**config.mk**
```make
export PLATFORM = sky130hd
export DESIGN_NAME = mem_sequencer
export DESIGN_NICKNAME = d
export VERILOG_FILES = /design/src/bus_pkg.sv /design/src/cache_pkg.sv /design/src/mem_sequencer.sv
export SDC_FILE = /design/constraint.sdc
export NUM_CORES = 1
export LEC_CHECK = 0
export BUFFER_PORTS_ARGS = -buffer_cell sky130_fd_sc_hd__clkbuf_2
export CORE_MARGIN = 4
export CORE_UTILIZATION = 32
export CTS_CLUSTER_DIAMETER = 120
export CTS_CLUSTER_SIZE = 25
export DETAILED_ROUTE_END_ITERATION = 7
export GPL_TIMING_DRIVEN = 1
export PLACE_DENSITY = 0.87
export SYNTH_ARGS = -nofsm -noshare
export SYNTH_HDL_FRONTEND = slang
export SYNTH_SLANG_ARGS = --single-unit
```
**constraint.sdc**
```tcl
create_clock -name clk -period 2.3 [get_ports clk]
set_input_delay 0.46 -clock clk [delete_from_list [all_inputs] [get_ports clk]]
set_output_delay 0.46 -clock clk [all_outputs]
set_load 0.01 [all_outputs]
```
**src/bus_pkg.sv**
```systemverilog
/* Data word and byte-lane select types used on both the CPU
   side and the memory side of the cache */
package bus_pkg;

    // ----------------------------------------
    // Bus types
    // ----------------------------------------

    localparam int WORD_W = 16;

    typedef logic [WORD_W-1:0] word_t;

    // Bit 1 selects the high byte, bit 0 the low byte
    typedef logic [1:0] bytesel_t;

endpackage

```
**src/cache_pkg.sv**
```systemverilog
/* Data cache geometry constants together with the address, word
   offset, way number and per-way valid/dirty state types */
package cache_pkg;

    // ----------------------------------------
    // Geometry
    // ----------------------------------------

    // Word address, no byte bit
    localparam int ADDR_W = 19;

    // Eight 16-bit words per line
    localparam int LINE_WORDS = 8;
    localparam int OFFSET_W = $clog2(LINE_WORDS);

    // ----------------------------------------
    // Types
    // ----------------------------------------

    typedef logic [ADDR_W-1:0] addr_t;

    // Word index inside one line
    typedef logic [OFFSET_W-1:0] offset_t;

    // Two ways, so one bit names a way
    typedef logic way_t;

    // Valid and dirty bits of one way in one set
    typedef struct packed {
        logic valid;
        logic dirty;
    } way_state_t;

endpackage
```
**src/mem_sequencer.sv**
```systemverilog
/* Miss FSM: picks the LRU victim, writes a dirty victim back, fills
   the line word by word over the memory bus and installs it */
module mem_sequencer #(
    parameter int  SETS  = 256,
    localparam int IDX_W = $clog2(SETS),
    localparam int TAG_W = cache_pkg::ADDR_W - cache_pkg::OFFSET_W - IDX_W
) (
    input  logic                  clk,
    input  logic                  reset,
    // From the CPU side
    input  logic                  miss,
    input  cache_pkg::addr_t      req_addr,
    output logic                  busy,
    // Victim view
    input  cache_pkg::way_t       lru,
    input  logic [TAG_W-1:0]      victim_tag,
    input  cache_pkg::way_state_t victim_state,
    input  bus_pkg::word_t        victim_word,
    // Memory bus
    output cache_pkg::addr_t      m_addr,
    output bus_pkg::word_t        m_wdata,
    output logic                  m_access,
    output logic                  m_wr_en,
    input  bus_pkg::word_t        m_rdata,
    input  logic                  m_ack,
    // Storage writes
    output logic                  fill_we,
    output cache_pkg::way_t       fill_way,
    output cache_pkg::offset_t    fill_offset,
    output bus_pkg::word_t        fill_data,
    output logic [TAG_W-1:0]      fill_tag,
    output logic                  tag_we,
    output logic                  state_we,
    output cache_pkg::way_state_t new_state,
    output logic                  lru_we
);
    import cache_pkg::*;

    typedef enum logic [1:0] {
        S_IDLE,
        S_WB,
        S_FILL,
        S_DONE
    } seq_state_t;

    seq_state_t       state;
    seq_state_t       state_next;
    offset_t          cnt;
    way_t             victim_q;
    logic             last_word;
    logic             install;
    logic [IDX_W-1:0] req_index;

    assign req_index = req_addr[OFFSET_W +: IDX_W];
    assign fill_tag  = req_addr[ADDR_W-1 -: TAG_W];
    assign last_word = m_ack && (cnt == offset_t'(LINE_WORDS - 1));

    // Victim follows LRU until the miss is taken, then stays fixed
    assign fill_way = (state == S_IDLE) ? lru : victim_q;

    // ----------------------------------------
    // Next state
    // ----------------------------------------
    always_comb begin
        state_next = state;
        case (state)
            S_IDLE: begin
                if (miss) begin
                    state_next = (victim_state.valid && victim_state.dirty) ? S_WB : S_FILL;
                end
            end
            S_WB: begin
                if (last_word) begin
                    state_next = S_FILL;
                end
            end
            S_FILL: begin
                if (last_word) begin
                    state_next = S_DONE;
                end
            end
            // One spare cycle so the lookup rereads the installed set
            default: state_next = S_IDLE;
        endcase
    end

    always_ff @(posedge clk or posedge reset) begin
        if (reset) begin
            state    <= S_IDLE;
            cnt      <= '0;
            victim_q <= 1'b0;
        end else begin
            state <= state_next;
            if (state == S_IDLE && miss) begin
                victim_q <= lru;
            end
            if (m_access && m_ack) begin
                cnt <= cnt + 1'b1;
            end
        end
    end

    // ----------------------------------------
    // Memory bus
    // ----------------------------------------
    assign m_access = (state == S_WB) || (state == S_FILL);
    assign m_wr_en  = (state == S_WB);
    assign m_wdata  = victim_word;
    assign m_addr   = (state == S_WB) ? {victim_tag, req_index, cnt}
                                      : {fill_tag, req_index, cnt};

    // Victim reads run one word ahead, the line RAM read is registered
    assign fill_offset = (state == S_WB && m_ack) ? offset_t'(cnt + 1'b1) : cnt;

    assign fill_we   = (state == S_FILL) && m_ack;
    assign fill_data = m_rdata;

    // Install tag, valid clean state and LRU with the last fill word
    assign install   = (state == S_FILL) && last_word;
    assign tag_we    = install;
    assign state_we  = install;
    assign lru_we    = install;
    assign new_state = way_state_t'{valid: 1'b1, dirty: 1'b0};

    assign busy = (state != S_IDLE);

endmodule

```
==> tab_implementation.tex <==
\begin{tabular}{lr}
\hline
Metric & Value \\
\hline
\multicolumn{2}{l}{\textbf{Run status}} \\
\quad Run status & finished, final reports clean \\
\multicolumn{2}{l}{\textbf{Yosys}} \\
\quad Syn Area/Cell & 8.99 sq um \\
\quad Most used standard cell by instance count after synthesis & buf\_4 \\
\quad FFs w/ async S/R, synth & 1.00 \\
\quad Post-Synthesis Cells & 103 \\
\quad Cell taking the most area after synthesis & buf\_4 \\
\quad Proportion of netlist area held by the largest area contributor & 0.422 \\
\quad Seq/Total Area, Yosys & 0.162 \\
\quad Warning count from the yosys run & 0 \\
\quad Synth Cell Area & 926 sq um \\
\quad Top area cells in the synthesized netlist & buf\_4 42\%, mux2\_2 17\%, dfrtp\_1 16\% \\
\quad Leading cell types by count after synthesis & 52 x buf\_4, 14 x mux2\_2, 6 x dfrtp\_1, 6 x ha\_1 \\
\quad Synth Register Bits & 6 \\
\quad Synthesized net count & 175 \\
\quad Number of distinct library cells after synthesis & 20 \\
\quad Most used DFF post-synth & dfrtp\_1 \\
\quad EDFF count, synth & 0 \\
\multicolumn{2}{l}{\textbf{Global routing}} \\
\quad Initial antenna violation count & 0 \\
\quad Overflow left after global routing & 0 \\
\quad GRT Resource Usage Total & 0.0798 \\
\quad Maximum number of pins on one net before global-route repair & 10 \\
\quad Wire length of the first global-routing pass & 2340 microns \\
\quad Number of global-route vias before repair & 568 \\
\multicolumn{2}{l}{\textbf{Layout}} \\
\quad ANT cells & 0 \\
\quad Area added between synthesis and finish & -7.84\% \\
\quad Ratio of cells with drive above 1 in the final layout & 0.679 \\
\quad Layout net count & 180 \\
\quad Count of placed standard cells in the final layout, fillers left out & 137 \\
\multicolumn{2}{l}{\textbf{Route}} \\
\quad Drt total wl & 1790 microns \\
\quad Drt first pass iters & 2 \\
\quad Routed wire per std cell & 13.1 microns \\
\quad Total vias in the final route & 627 \\
\quad Remaining DRCs & 0 \\
\quad Routed vias/inst & 4.58 \\
\quad Number of violations reported at the end of detailed-routing iteration 0 & 12 \\
\quad Remaining antenna violation count & 0 \\
\multicolumn{2}{l}{\textbf{Clocking}} \\
\quad Clock insertion delay at the later pin of the skew report & 0.24 ns \\
\quad Clock slew seen by the registers of the worst setup and hold paths & 0.04 ns \\
\quad Quantity of hold-fixing buffers added after cts & 0 \\
\quad Number of post-CTS setup repair buffers & 0 \\
\quad TritonCTS clock tree & yes \\
\quad Depth of the CTS H-tree & 1 \\
\quad Root buffer cell & clkbuf\_4 \\
\quad Clock sink count & 6 \\
\quad Post-cts gate resize count & 0 \\
\quad Max Root-Sink Buffers & 2 \\
\quad Number of buffers created by CTS & 3 \\
\multicolumn{2}{l}{\textbf{Floorplan}} \\
\quad FP Rows & 19 \\
\quad Area inside the core boundary & 2760 sq um \\
\quad Y dimension of the die & 61.8 microns \\
\quad Die boundary width & 61.8 microns \\
\quad Starting density of the core & 0.336 \\
\quad Die Footprint & 3820 sq um \\
\quad Number of primary I/O pins & 138 \\
\multicolumn{2}{l}{\textbf{Placed design}} \\
\quad HPWL Detailed & 1630 microns \\
\quad IO Port Bufs & 52 \\
\quad Number of cells after detailed placement & 134 \\
\quad Placer's final routability congestion estimate & 0.702 \\
\multicolumn{2}{l}{\textbf{Pwr}} \\
\quad Net switching power & 0.000444 W \\
\quad Reported leakage power & 0.478 nW \\
\quad Cell area power density & 1200 nW/um\^{}2 \\
\quad P\_int & 0.000582 W \\
\quad Power share of the combinational group & 0.697 \\
\quad Clock group share of total power & 0.090 \\
\quad Peak supply drop & 0.657 mV \\
\quad Proportion of power drawn by flip-flops and latches & 0.213 \\
\quad Switching Share & 0.432 \\
\multicolumn{2}{l}{\textbf{STA}} \\
\quad Unrepaired setup endpoints after global routing & no \\
\quad Fin Clk Skew & 0.00401 ns \\
\quad Max Freq & 0.473 GHz \\
\quad Setup TNS & 0 ns \\
\quad Final hold violation count & 0 \\
\quad Share of the clock period used by the worst path after layout & 0.920 \\
\quad Count of pins over their slew limit & 0 \\
\quad Min Tclk post-route & 2.12 ns \\
\quad Setup violators final & 0 \\
\multicolumn{2}{l}{\textbf{Setup path}} \\
\quad Sum of buffers and inverters on the critical path & 3 \\
\quad Ordered cell list for the critical path & inv\_1, ha\_1, buf\_4, mux2\_2, clkbuf\_2 \\
\quad Endpoint required time on the critical path & 1.84 ns \\
\quad Critical path's top delay family & buffers and inverters \\
\quad Critical-path maximum fanout & 9 \\
\quad Data arrival time of the worst path & 1.66 ns \\
\quad Startpoint Class & flop \\
\quad Crit path kind & flop to output pin \\
\quad Critical path's largest stage delay & 0.42 ns \\
\quad CP endpoint kind & output pin \\
\quad Library cell contributing the largest single delay on the critical path & dfrtp\_1 \\
\multicolumn{2}{l}{\textbf{Job}} \\
\quad Max-cap violation count & 0 \\
\multicolumn{2}{l}{\textbf{Min path}} \\
\quad Path type of the worst min-delay path & primary input to asynchronous set/reset pin \\
\hline
\end{tabular}
-- sequential cells by signal, indices dropped and copies added, names as in the netlist --
name      flops
cnt           3
victim_q      1
state         2
-- layout make-up --
type | instances | area, sq um
repair buffers | 53 | 268
fillers | 303 | 1900
inverters | 4 | 15.0
well taps | 31 | 38.8
clock buffers | 3 | 22.5
flip-flops and latches | 6 | 150
multi-input cells | 40 | 359
-- worst reg2reg max path, cell delays in order (launching register included) --
cell     delay (ns)
dfrtp_1        0.41
inv_1          0.10
ha_1           0.26
nor2b_1        0.19
or4_1          0.49
o21ai_0        0.09
-- power by group through the flow --
stage | Sequential, W | Combinational [W] | Clock [W]
detailed placement | 0.000220 | 0.000732 | 0
finish | 0.000218 | 0.000715 | 0.0000926
global placement | 0.000217 | 0.000711 | 0
floorplan | 0.000221 | 0.000563 | 0
CTS | 0.000219 | 0.000735 | 0.0000962
global route | 0.000224 | 0.000802 | 0.000105
-- per-stage QoR --
| stage | util | instance area (sq um) | setup slack, ns | hold WS (ns) | total power [W] |
|---|---|---|---|---|---|
| after detailed placement | 0.301 | 831 | 0.412 | 0.366 | 0.000952 |
| after global placement | 0.301 | 831 | 0.457 | 0.353 | 0.000928 |
| final | 0.309 | 853 | 0.185 | 0.111 | 0.00103 |
| after CTS | 0.309 | 853 | 0.155 | 0.111 | 0.00105 |
| after floorplan | - | 926 | 0.529 | 0.251 | 0.000784 |
| after global routing | 0.309 | 853 | 0.0820 | 0.124 | 0.00113 |
-- layer usage --
| layer | wire length (microns) | vias to the layer above | global-route usage |
|---|---|---|---|
| met5 | 0 | - | 0 |
| met3 | 321 | 10 | 0.0207 |
| met1 | 541 | 267 | 0.0721 |
| li1 | - | 292 | - |
| met2 | 892 | 58 | 0.152 |
| met4 | 36 | 0 | 0.0545 |
-- kinds of logic (layout without fill, tap and decap cells) --
family,after synthesis,in the layout,synth area share
adder cells (fa/ha/maj),6,6,0.0811
AND/OR/NAND/NOR,9,9,0.0527
multiplexers,14,14,0.170
AO/OA/AOI/OAI,7,7,0.0568
buffers and inverters,57,60,0.450
flip-flops,6,6,0.162
other,2,2,0.00811
XOR/XNOR,2,2,0.0189
-- layout by cell type, fill, tap and decap left out, drive strengths merged --
master    n
a31oi     1
inv       4
a21oi     1
and2      1
dfrtp     6
a2bb2oi   1
clkbuf   55
buf       1
or4       1
ha        6
mux2     14
a211oi    1
and3      2
o41ai     1
conb      2
xnor2     2
o21ai     2
nand2     4
nor2b     1
-- worst paths after layout --
check / from / endpoint / slack (ns) / depth (start not counted)
max: state[1]$_DFFE_PP0P_ / m_addr[14] / 0.18 / 5
min: reset / state[0]$_DFFE_PP0P_ / 0.11 / 2
max in group asynchronous: reset / cnt[2]$_DFFE_PP0P_ / 1.99 / 2
min reg2reg: victim_q$_DFFE_PP0P_ / victim_q$_DFFE_PP0P_ / 0.50 / 1
min in group clk: lru / victim_q$_DFFE_PP0P_ / 0.47 / 2
max reg2reg: state[1]$_DFFE_PP0P_ / state[0]$_DFFE_PP0P_ / 0.68 / 5
(Power assumes the default switching activity.)
