[src/bus_pkg.sv]
/* Data word and byte-lane select types used on both the CPU
   side and the memory side of the cache */
package bus_pkg;

    // ----------------------------------------
    // Bus types
    // ----------------------------------------

    localparam int WORD_W = 16;

    typedef logic [WORD_W-1:0] word_t;

    // Bit 1 selects the high byte, bit 0 the low byte
    typedef logic [1:0] bytesel_t;

endpackage

[src/cache_pkg.sv]
/* Data cache geometry constants together with the address, word
   offset, way number and per-way valid/dirty state types */
package cache_pkg;

    // ----------------------------------------
    // Geometry
    // ----------------------------------------

    // Word address, no byte bit
    localparam int ADDR_W = 19;

    // Eight 16-bit words per line
    localparam int LINE_WORDS = 8;
    localparam int OFFSET_W = $clog2(LINE_WORDS);

    // ----------------------------------------
    // Types
    // ----------------------------------------

    typedef logic [ADDR_W-1:0] addr_t;

    // Word index inside one line
    typedef logic [OFFSET_W-1:0] offset_t;

    // Two ways, so one bit names a way
    typedef logic way_t;

    // Valid and dirty bits of one way in one set
    typedef struct packed {
        logic valid;
        logic dirty;
    } way_state_t;

endpackage
[src/cpu_port.sv]
/* CPU side of the data cache: request registers, tag compare for
   both ways, hit word select, ack and miss generation */
module cpu_port #(
    parameter int  SETS  = 256,
    localparam int IDX_W = $clog2(SETS),
    localparam int TAG_W = cache_pkg::ADDR_W - cache_pkg::OFFSET_W - IDX_W
) (
    input  logic                  clk,
    input  logic                  reset,
    // CPU request
    input  cache_pkg::addr_t      c_addr,
    input  logic                  c_access,
    input  logic                  c_wr_en,
    output bus_pkg::word_t        c_rdata,
    output logic                  c_ack,
    // Lookup address to the storage
    output logic [IDX_W-1:0]      cpu_index,
    output cache_pkg::offset_t    cpu_offset,
    // Registered lookup results
    input  logic [TAG_W-1:0]      tag_way0,
    input  logic [TAG_W-1:0]      tag_way1,
    input  cache_pkg::way_state_t state_way0,
    input  cache_pkg::way_state_t state_way1,
    input  bus_pkg::word_t        word_way0,
    input  bus_pkg::word_t        word_way1,
    // Sequencer handshake
    input  logic                  busy,
    output logic                  miss,
    output cache_pkg::addr_t      req_addr,
    // Hit-side update strobes
    output logic                  hit,
    output cache_pkg::way_t       hit_way,
    output logic                  wr_hit
);
    import cache_pkg::*;

    logic             accessing;
    logic [TAG_W-1:0] req_tag;
    logic             match0;
    logic             match1;
    logic             any_match;

    // The storage reads the current CPU address every cycle
    assign cpu_index  = c_addr[OFFSET_W +: IDX_W];
    assign cpu_offset = c_addr[OFFSET_W-1:0];

    // Access flag drops for one cycle after each ack so c_ack is a pulse
    always_ff @(posedge clk or posedge reset) begin
        if (reset) begin
            accessing <= 1'b0;
        end else begin
            accessing <= c_access && !c_ack;
        end
    end

    // Frozen while the sequencer serves the miss
    always_ff @(posedge clk) begin
        if (!busy) begin
            req_addr <= c_addr;
        end
    end

    // ----------------------------------------
    // Tag compare
    // ----------------------------------------
    assign req_tag   = req_addr[ADDR_W-1 -: TAG_W];
    assign match0    = state_way0.valid && (tag_way0 == req_tag);
    assign match1    = state_way1.valid && (tag_way1 == req_tag);
    assign any_match = match0 || match1;

    assign hit     = accessing && any_match && !busy;
    assign miss    = accessing && !any_match && !busy;
    assign hit_way = match1;
    assign wr_hit  = hit && c_wr_en;

    assign c_ack   = hit;
    assign c_rdata = match1 ? word_way1 : word_way0;

endmodule

[config.mk]
export PLATFORM = sky130hd
export DESIGN_NAME = cpu_port
export DESIGN_NICKNAME = d
export VERILOG_FILES = /design/src/bus_pkg.sv /design/src/cache_pkg.sv /design/src/cpu_port.sv
export SDC_FILE = /design/constraint.sdc
export NUM_CORES = 1
export LEC_CHECK = 0
export BUFFER_PORTS_ARGS = -buffer_cell sky130_fd_sc_hd__buf_2
export CORE_MARGIN = 2
export CORE_UTILIZATION = 37
export DETAILED_ROUTE_END_ITERATION = 16
export HOLD_SLACK_MARGIN = 0.1
export MAX_ROUTING_LAYER = met4
export PLACE_DENSITY = 0.86
export SETUP_SLACK_MARGIN = 0.5
export SYNTH_ARGS = -nofsm -noshare
export SYNTH_HDL_FRONTEND = slang
export SYNTH_SLANG_ARGS = --single-unit
[constraint.sdc]
create_clock -name clk -period 4.5 [get_ports clk]
set_input_delay 0.9 -clock clk [delete_from_list [all_inputs] [get_ports clk]]
set_output_delay 0.9 -clock clk [all_outputs]
set_load 0.005 [all_outputs]
==> impl_metrics.ini, run 1 <==
[placed_design]
placed_cell_area_um2 = 1720
portBuffers = 124
dp_cells = 239
dp_hpwl_mm = 2.52
dpl_worst_slack_ps = 1040
routabilityCongestion = 0.651

[sta]
clock-skew-final_ps = 7.28
min_period_ps = 3430
fmax_mhz = 292
finalSetupViolCount = 0
relSlewSlack = 0.455
worst_slack_ps = 1070
setup_tns_ps = 0
fin_crit_sh = 0.761
tightest_slew_ps = 817
hold_viol_final = 0
maxSlewViolCount = 0
rsz0062_at_grt = false

[grt]
grt_start_max_net_pins = 21
grt_pass1_vias = 981
antenna_found_initial = 0
track_usage = 0.151
gr-total-overflow = 0
grt_first_pass_wirelength_mm = 3.95

[layout]
multi_input_area_um2 = 433
antenna_cells = 0
mostFrequentLayoutCells = buf_2 (124), edfxtp_1 (19), xnor2_1 (16)
fillers = 293
ff_latch_area_um2 = 596
instances_no_fill = 243
post-route-util = 0.576
final_common_cell = buf_2
areaGrowthSynthToFinish_pct = 49.8
drive_gt1_frac = 0.719
final_area_um2 = 1750
fin_nets = 276

[clock_network]
cts_setup_buffers = 0
cts_sinks = 20
post_cts_resized = 0
clock_path_buffers = 2
cts_buffers = 3
ctsHtreeMaxLevel = 1
cts_tree = yes
cts_hold_buf = 0
insertion_delay_ps = 290
clk_pin_slew_ps = 90
ctsRootBufferMaster = clkbuf_4

[worst_setup_path]
cp_cell_sequence = buf_2, xnor2_1, nand3_1, or3_1, mux2_4, buf_2
crit_slowest_cell = or3_1
endpoint = c_rdata[13]
r2r_end = accessing
ff2ff_setup_slack_ps = 3220
crit_path_start_kind = input port
crit_fanout = 19
worst_setup_path_end_kind = primary output
worstSetupPathType = in2out
r2r_start = req_addr[15]
critPathRequiredTime_ps = 3600
max_stage_delay_ps = 710
crit_start = tag_way1[7]
path_common_cell = buf_2
arrival_ps = 2530
reg2regPathDepth = 4

[power]
p_per_area_nw_per_um2 = 233
ir_worst_vdd_mv = 0.203
p_leak_nw = 0.889

[floorplan]
initial_core_util = 0.385
fp.dieH_um = 60.1
fp-row-count = 20
fp.dieArea_um2 = 3610
core_area_um2 = 3030
die-width_um = 60.1
num_io_pins = 127

[logic_synthesis]
netlist_area_um2 = 1160
synth_cells = 85
syn_nets = 161
yosysWarnings = 0
ys_ff_latch = 20
avgSynthCellArea_um2 = 13.7
ys_types = 17
synth_seq_area_share = 0.511

[routing]
routed_via_density = 4.33
ant_nets = 0
drcViolationCount = 0
dr_total_vias = 1053
wl_per_cell_um = 11.6
drt-pass1-iter-count = 2
first_iter_violations = 10
drt-total-wl_mm = 2.83

[status]
status = complete, no violations

[worst_hold_path]
hold_class = in2async

[job]
maxCapViolCount = 0
==> flip-flops by register name, indices dropped and copies added (netlist names) <==
name / count
accessing: 1
req_addr: 19
==> power breakdown <==
| part | leakage (nW) | total (mW) | switching (mW) | internal [mW] |
|---|---|---|---|---|
| logic | 0.677 | 0.0966 | 0.0367 | 0.0600 |
| clock network | 0.0150 | 0.0812 | 0.0468 | 0.0344 |
| registers | 0.198 | 0.228 | 0.00816 | 0.220 |
| total | 0.889 | 0.406 | 0.0916 | 0.314 |
==> logic make-up (layout without fill, tap and decap cells) <==
family                    count (synthesis)  count (layout)  synth area share
DFF                                      20              20             0.511
buffers and inverters                    18             132             0.117
xor gates and xnor gates                 16              16             0.120
muxes                                    16              16             0.177
and+or+nand+nor                          13              13            0.0634
AOI/OAI and AO/OA                         2               2            0.0107
==> how the worst min path moves through the flow <==
stage	startpoint	endpoint	slack (ps)
2_1_floorplan	reset	accessing	630
3_3_place_gp	reset	accessing	740
3_5_place_dp	reset	accessing	740
4_1_cts	reset	accessing	420
5_1_grt	reset	accessing	420
6_report	reset	accessing	430
==> critical path, delay by kind of cell <==
family                 cells  cell delay (ps)
XOR/XNOR                   1              130
buffers and inverters      2              230
AND/OR/NAND/NOR            2              840
multiplexers               1              420
==> Yosys cell counts <==
cell type	n	area (um2)
edfxtp_1	19	571
xnor2_1	16	140
buf_4	12	90.1
mux2_2	9	101
mux2_4	7	105
inv_1	4	15.0
nand2_1	3	11.3
nand3_1	2	10.0
nand4_1	2	12.5
nor3b_1	2	15.0
nor4_1	2	12.5
or3_1	2	12.5
a211oi_1	1	7.51
a21oi_1	1	5.00
buf_12	1	20.0
buf_6	1	11.3
dfrtp_1	1	25.0
==> layout make-up <==
cell class / count / share of cell area
inverters: 4 / 0.00860
repair buffers: 124 / 0.356
clock buffers: 4 / 0.0151
well taps: 44 / 0.0315
flip-flops and latches: 20 / 0.341
multi-input cells: 47 / 0.248
==> stage by stage <==
| stage | hold slack, ps | power (mW) |
|---|---|---|
| final | 434 | 0.406 |
| after global routing | 421 | 0.429 |
| after CTS | 425 | 0.413 |
| after detailed placement | 740 | 0.331 |
| after global placement | 739 | 0.329 |
| after floorplan | 629 | 0.275 |
==> per-layer routing <==
metal	GRT usage	up-vias	wire, um
li1	-	520	-
met1	0.146	450	945
met2	0.284	81	1430
met3	0.0368	2	442
met4	0.0571	0	10
met5	-	-	0
Power figures use the tool's default switching activity.
==> run 2: changes to the inputs <==
--- a/config.mk
+++ b/config.mk
@@ -7,11 +7,11 @@
 export LEC_CHECK = 0
 export BUFFER_PORTS_ARGS = -buffer_cell sky130_fd_sc_hd__buf_2
 export CORE_MARGIN = 2
-export CORE_UTILIZATION = 37
+export CORE_UTILIZATION = 34
 export DETAILED_ROUTE_END_ITERATION = 16
 export HOLD_SLACK_MARGIN = 0.1
 export MAX_ROUTING_LAYER = met4
-export PLACE_DENSITY = 0.86
+export PLACE_DENSITY = 0.8
 export SETUP_SLACK_MARGIN = 0.5
 export SYNTH_ARGS = -nofsm -noshare
 export SYNTH_HDL_FRONTEND = slang
==> constraint.sdc (replaced) <==
create_clock -name clk -period 3.28 [get_ports clk]
set_input_delay 0.656 -clock clk [delete_from_list [all_inputs] [get_ports clk]]
set_output_delay 0.656 -clock clk [all_outputs]
set_load 0.005 [all_outputs]
==> impl_metrics.ini, run 2 (same netlist as run 1, synthesis figures left out) <==
[status]
status = complete, no violations

[floorplan]
initial_core_util = 0.352
num_io_pins = 127
core_area_um2 = 3310
fp-row-count = 21
fp.dieArea_um2 = 3910
fp.dieH_um = 62.5
die-width_um = 62.5

[layout]
areaGrowthSynthToFinish_pct = 52.7
ff_latch_area_um2 = 596
multi_input_area_um2 = 449
largest_register = req_addr
antenna_cells = 0
drive_gt1_frac = 0.728
reg_top3 = req_addr: 19 flops, accessing: 1 flops
instances_no_fill = 248
fillers = 330
mostFrequentLayoutCells = buf_2 (124), edfxtp_1 (19), xnor2_1 (16)
final_common_cell = buf_2
largest_register_ff_count = 19
fin_nets = 279

[clock_network]
insertion_delay_ps = 290
clk_pin_slew_ps = 110
cts_hold_buf = 0
ctsHtreeMaxLevel = 1
ctsRootBufferMaster = clkbuf_4
cts_buffers = 3
cts_sinks = 20
clock_path_buffers = 2
cts_tree = yes

[sta]
tightest_slew_ps = 252
fin_crit_sh = 0.828
maxSlewViolCount = 0
clock-skew-final_ps = 9.41
hold_viol_final = 0
fmax_mhz = 368
relSlewSlack = 0.831
setup_tns_ps = 0
rsz0062_at_grt = true
finalSetupViolCount = 0
min_period_ps = 2710

[worst_setup_path]
worst_setup_path_end_kind = primary output
arrival_ps = 2060
reg2regPathDepth = 4
crit_path_start_kind = flip-flop
r2r_start = req_addr[12]
r2r_end = accessing
ff2ff_setup_slack_ps = 1940
critPathRequiredTime_ps = 2620
crit_fanout = 10
worstSetupPathType = reg2out

[power]
p_leak_nw = 0.903
p_per_area_nw_per_um2 = 316
switchingPower_mw = 0.130
combPwrFrac = 0.245
power.clock.fraction = 0.201
p_seq_frac = 0.555
ir_worst_vdd_mv = 0.254
swShare = 0.231
internal_power_mw = 0.433

[routing]
wl_per_cell_um = 11.7
drcViolationCount = 0
first_iter_violations = 8
drt-total-wl_mm = 2.90
dr_total_vias = 1063
ant_nets = 0
routed_via_density = 4.29
drt-pass1-iter-count = 4

[grt]
antenna_found_initial = 0
track_usage = 0.140
grt_first_pass_wirelength_mm = 4.35
grt_start_max_net_pins = 20
grt_pass1_vias = 1024
gr-total-overflow = 0

[placed_design]
dp_hpwl_mm = 2.48
routabilityCongestion = 0.755
dp_cells = 242
portBuffers = 124

[worst_hold_path]
hold_class = in2async

[job]
maxCapViolCount = 0
## run 2: power by group through the flow
stage	clock [mW]	sequential [mW]	combinational, mW
2_1_floorplan	0	0.321	0.0568
3_3_place_gp	0	0.318	0.135
3_5_place_dp	0	0.319	0.137
4_1_cts	0.117	0.313	0.137
5_1_grt	0.129	0.315	0.152
6_report	0.113	0.312	0.138
## run 2: area by class of cell
class / instances / area share
Inverter: 4 / 0.00844
Multi-Input combinational cell: 48 / 0.252
Timing Repair Buffer: 126 / 0.357
Tap cell: 46 / 0.0323
Sequential cell: 20 / 0.335
Clock buffer: 4 / 0.0148
## run 2: worst max-delay path: stages, from the launching register on
cell      delay, ps
edfxtp_1        460
xnor2_1         180
nand4_1         200
or3_4           480
mux2_4          320
buf_2           120
## run 2: timing repair
action,in CTS,in global routing
gates resized for setup,2,1
gates cloned,0,1
endpoints found under the setup margin,20,17
setup buffers,0,1
## run 2: worst max-delay path by stage
stage | startpoint | endpoint | slack (ps) | depth (start not counted)
3_5_place_dp | tag_way1[2] | c_rdata[14] | 330 | 6
5_1_grt | req_addr[13] | c_rdata[8] | 440 | 5
3_3_place_gp | tag_way1[3] | c_rdata[8] | 330 | 6
2_1_floorplan | tag_way1[5] | hit | 790 | 7
6_report | req_addr[12] | c_rdata[14] | 570 | 5
4_1_cts | req_addr[12] | c_rdata[14] | 540 | 5
## run 2: metal layers
metal | vias to the layer above | share of wire | global-route usage
met2 | 85 | 0.50 | 0.262
met3 | 0 | 0.14 | 0.0342
li1 | 526 | - | -
met4 | 0 | 0 | 0.0250
met5 | - | 0 | -
met1 | 452 | 0.37 | 0.150
## run 2: metrics by stage
stage | instance area [um2] | hold slack [ps] | worst slack [ps] | total power, mW | util
after floorplan | 1160 | 385 | 788 | 0.377 | -
after detailed placement | 1730 | 490 | 330 | 0.456 | 0.522
final | 1780 | 186 | 565 | 0.563 | 0.537
after CTS | 1760 | 177 | 542 | 0.568 | 0.532
after global routing | 1780 | 184 | 445 | 0.597 | 0.537
after global placement | 1730 | 492 | 329 | 0.453 | 0.522
==> run 3: changes to the inputs <==
==> constraint.sdc (replaced) <==
create_clock -name clk -period 2.6 [get_ports clk]
set_input_delay 0.52 -clock clk [delete_from_list [all_inputs] [get_ports clk]]
set_output_delay 0.52 -clock clk [all_outputs]
set_load 0.005 [all_outputs]
==> impl_metrics.ini, run 3 (same netlist as run 1, synthesis figures left out) <==
[worst_setup_path]
ff2ff_setup_slack_ps = 1230
critPathRequiredTime_ps = 2080
arrival_ps = 2000
crit_start = req_addr[11]
crit_path_start_kind = flip-flop
max_stage_delay_ps = 430
r2r_end = accessing
r2r_start = req_addr[12]
crit_slowest_cell = edfxtp_1
endpoint = c_rdata[9]
worst_setup_path_end_kind = primary output
cp_cell_sequence = xnor2_1, nand4_1, or3_4, buf_12, mux2_4, buf_6
crit_fanout = 19
crit_family = simple AND/OR/NAND/NOR gates
worstSetupPathType = reg2out
critical_path_cell_count = 6
reg2regPathDepth = 5
path_buf_inv = 2

[power]
p_per_area_nw_per_um2 = 375
finalPower_mw = 0.756
switchingPower_mw = 0.176
p_seq_frac = 0.522
power.clock.fraction = 0.184
p_leak_nw = 1.03
swShare = 0.232
combPwrFrac = 0.295
ir_worst_vdd_mv = 0.307
internal_power_mw = 0.580

[sta]
fin_crit_sh = 0.968
worst_slack_ps = 81.9
clock-skew-final_ps = 6.91
fmax_mhz = 397
rsz0062_at_grt = true
finalSetupViolCount = 0
tightest_slew_ps = 266
maxSlewViolCount = 0
hold_viol_final = 0
relSlewSlack = 0.823
setup_tns_ps = 0
min_period_ps = 2520

[status]
status = complete, no violations

[routing]
drt-total-wl_mm = 3.08
ant_nets = 0
wl_per_cell_um = 12.0
first_iter_violations = 9
routed_via_density = 4.43
dr_total_vias = 1138
drcViolationCount = 0
drt-pass1-iter-count = 3

[clock_network]
cts_sinks = 20
clock_path_buffers = 2
cts_tree = yes
insertion_delay_ps = 280
cts_buffers = 3
clk_pin_slew_ps = 100
ctsRootBufferMaster = clkbuf_4
ctsHtreeMaxLevel = 1

[layout]
reg_top3 = req_addr: 19 flops, accessing: 1 flops
multi_input_area_um2 = 538
post-route-util = 0.609
drive_gt1_frac = 0.801
largest_register_ff_count = 19
fin_nets = 288
fillers = 288
largest_register = req_addr
antenna_cells = 0
instances_no_fill = 257
areaGrowthSynthToFinish_pct = 73.0
mostFrequentLayoutCells = buf_2 (116), edfxtp_1 (19), buf_6 (10)
final_common_cell = buf_2
ff_latch_area_um2 = 596

[floorplan]
die-width_um = 62.5
fp-row-count = 21
initial_core_util = 0.352
fp.dieArea_um2 = 3910
num_io_pins = 127
fp.dieH_um = 62.5
core_area_um2 = 3310

[grt]
grt_first_pass_wirelength_mm = 4.65
grt_start_max_net_pins = 20
grt_pass1_vias = 1111
track_usage = 0.150
gr-total-overflow = 0
antenna_found_initial = 0

[job]
maxCapViolCount = 0

[worst_hold_path]
min_from = c_addr[13]
hold_class = in2reg

[placed_design]
dp_hpwl_mm = 2.54
dpl_worst_slack_ps = 186
dp_cells = 243
routabilityCongestion = 0.721
portBuffers = 124
## run 3: worst register-to-register path: stages (launching register included)
cell,delay (ps)
edfxtp_1,440
buf_6,160
xnor2_4,160
nand3_2,100
nor4_1,270
nor3b_1,110
## run 3: how the worst min path moves through the flow
| stage | slack (ps) | cells after the start | end |
|---|---|---|---|
| finish | 400 | 1 | req_addr[13] |
| global route | 390 | 1 | req_addr[13] |
| CTS | 390 | 1 | req_addr[13] |
| detailed placement | 350 | 2 | accessing |
| global placement | 360 | 2 | accessing |
| floorplan | 250 | 1 | accessing |
## run 3: power by group through the flow
stage / registers (mW) / logic [mW] / clock network, mW
finish: 0.394 / 0.223 / 0.139
global route: 0.398 / 0.242 / 0.154
CTS: 0.394 / 0.214 / 0.143
detailed placement: 0.404 / 0.179 / 0
global placement: 0.403 / 0.176 / 0
floorplan: 0.406 / 0.0764 / 0
## run 3: what timing repair did
action,CTS,global route
endpoints found under the hold margin,1,0
pin swaps,7,2
setup buffers,9,0
gates resized for setup,11,10
setup endpoints to repair,21,21
hold buffers,1,0
## run 3: final cells by class
class / count / share of cell area
clock buffer: 4 / 0.0130
inverter: 4 / 0.00745
multi-input combinational: 47 / 0.267
sequential: 20 / 0.295
tap: 46 / 0.0286
timing repair buffer: 136 / 0.389
## run 3: layer usage
layer / up-vias / global-route usage / part of all wire
met2: 86 / 0.300 / 0.53
met1: 511 / 0.147 / 0.35
met5: - / - / 0
li1: 541 / - / -
met4: 0 / 0.0250 / 0
met3: 0 / 0.0360 / 0.12
## run 3: per-stage QoR
stage	instance area, um2	hold WS (ps)
2_1_floorplan	1200	249
3_3_place_gp	1780	358
3_5_place_dp	1780	354
4_1_cts	1950	393
5_1_grt	2020	385
6_report	2020	403
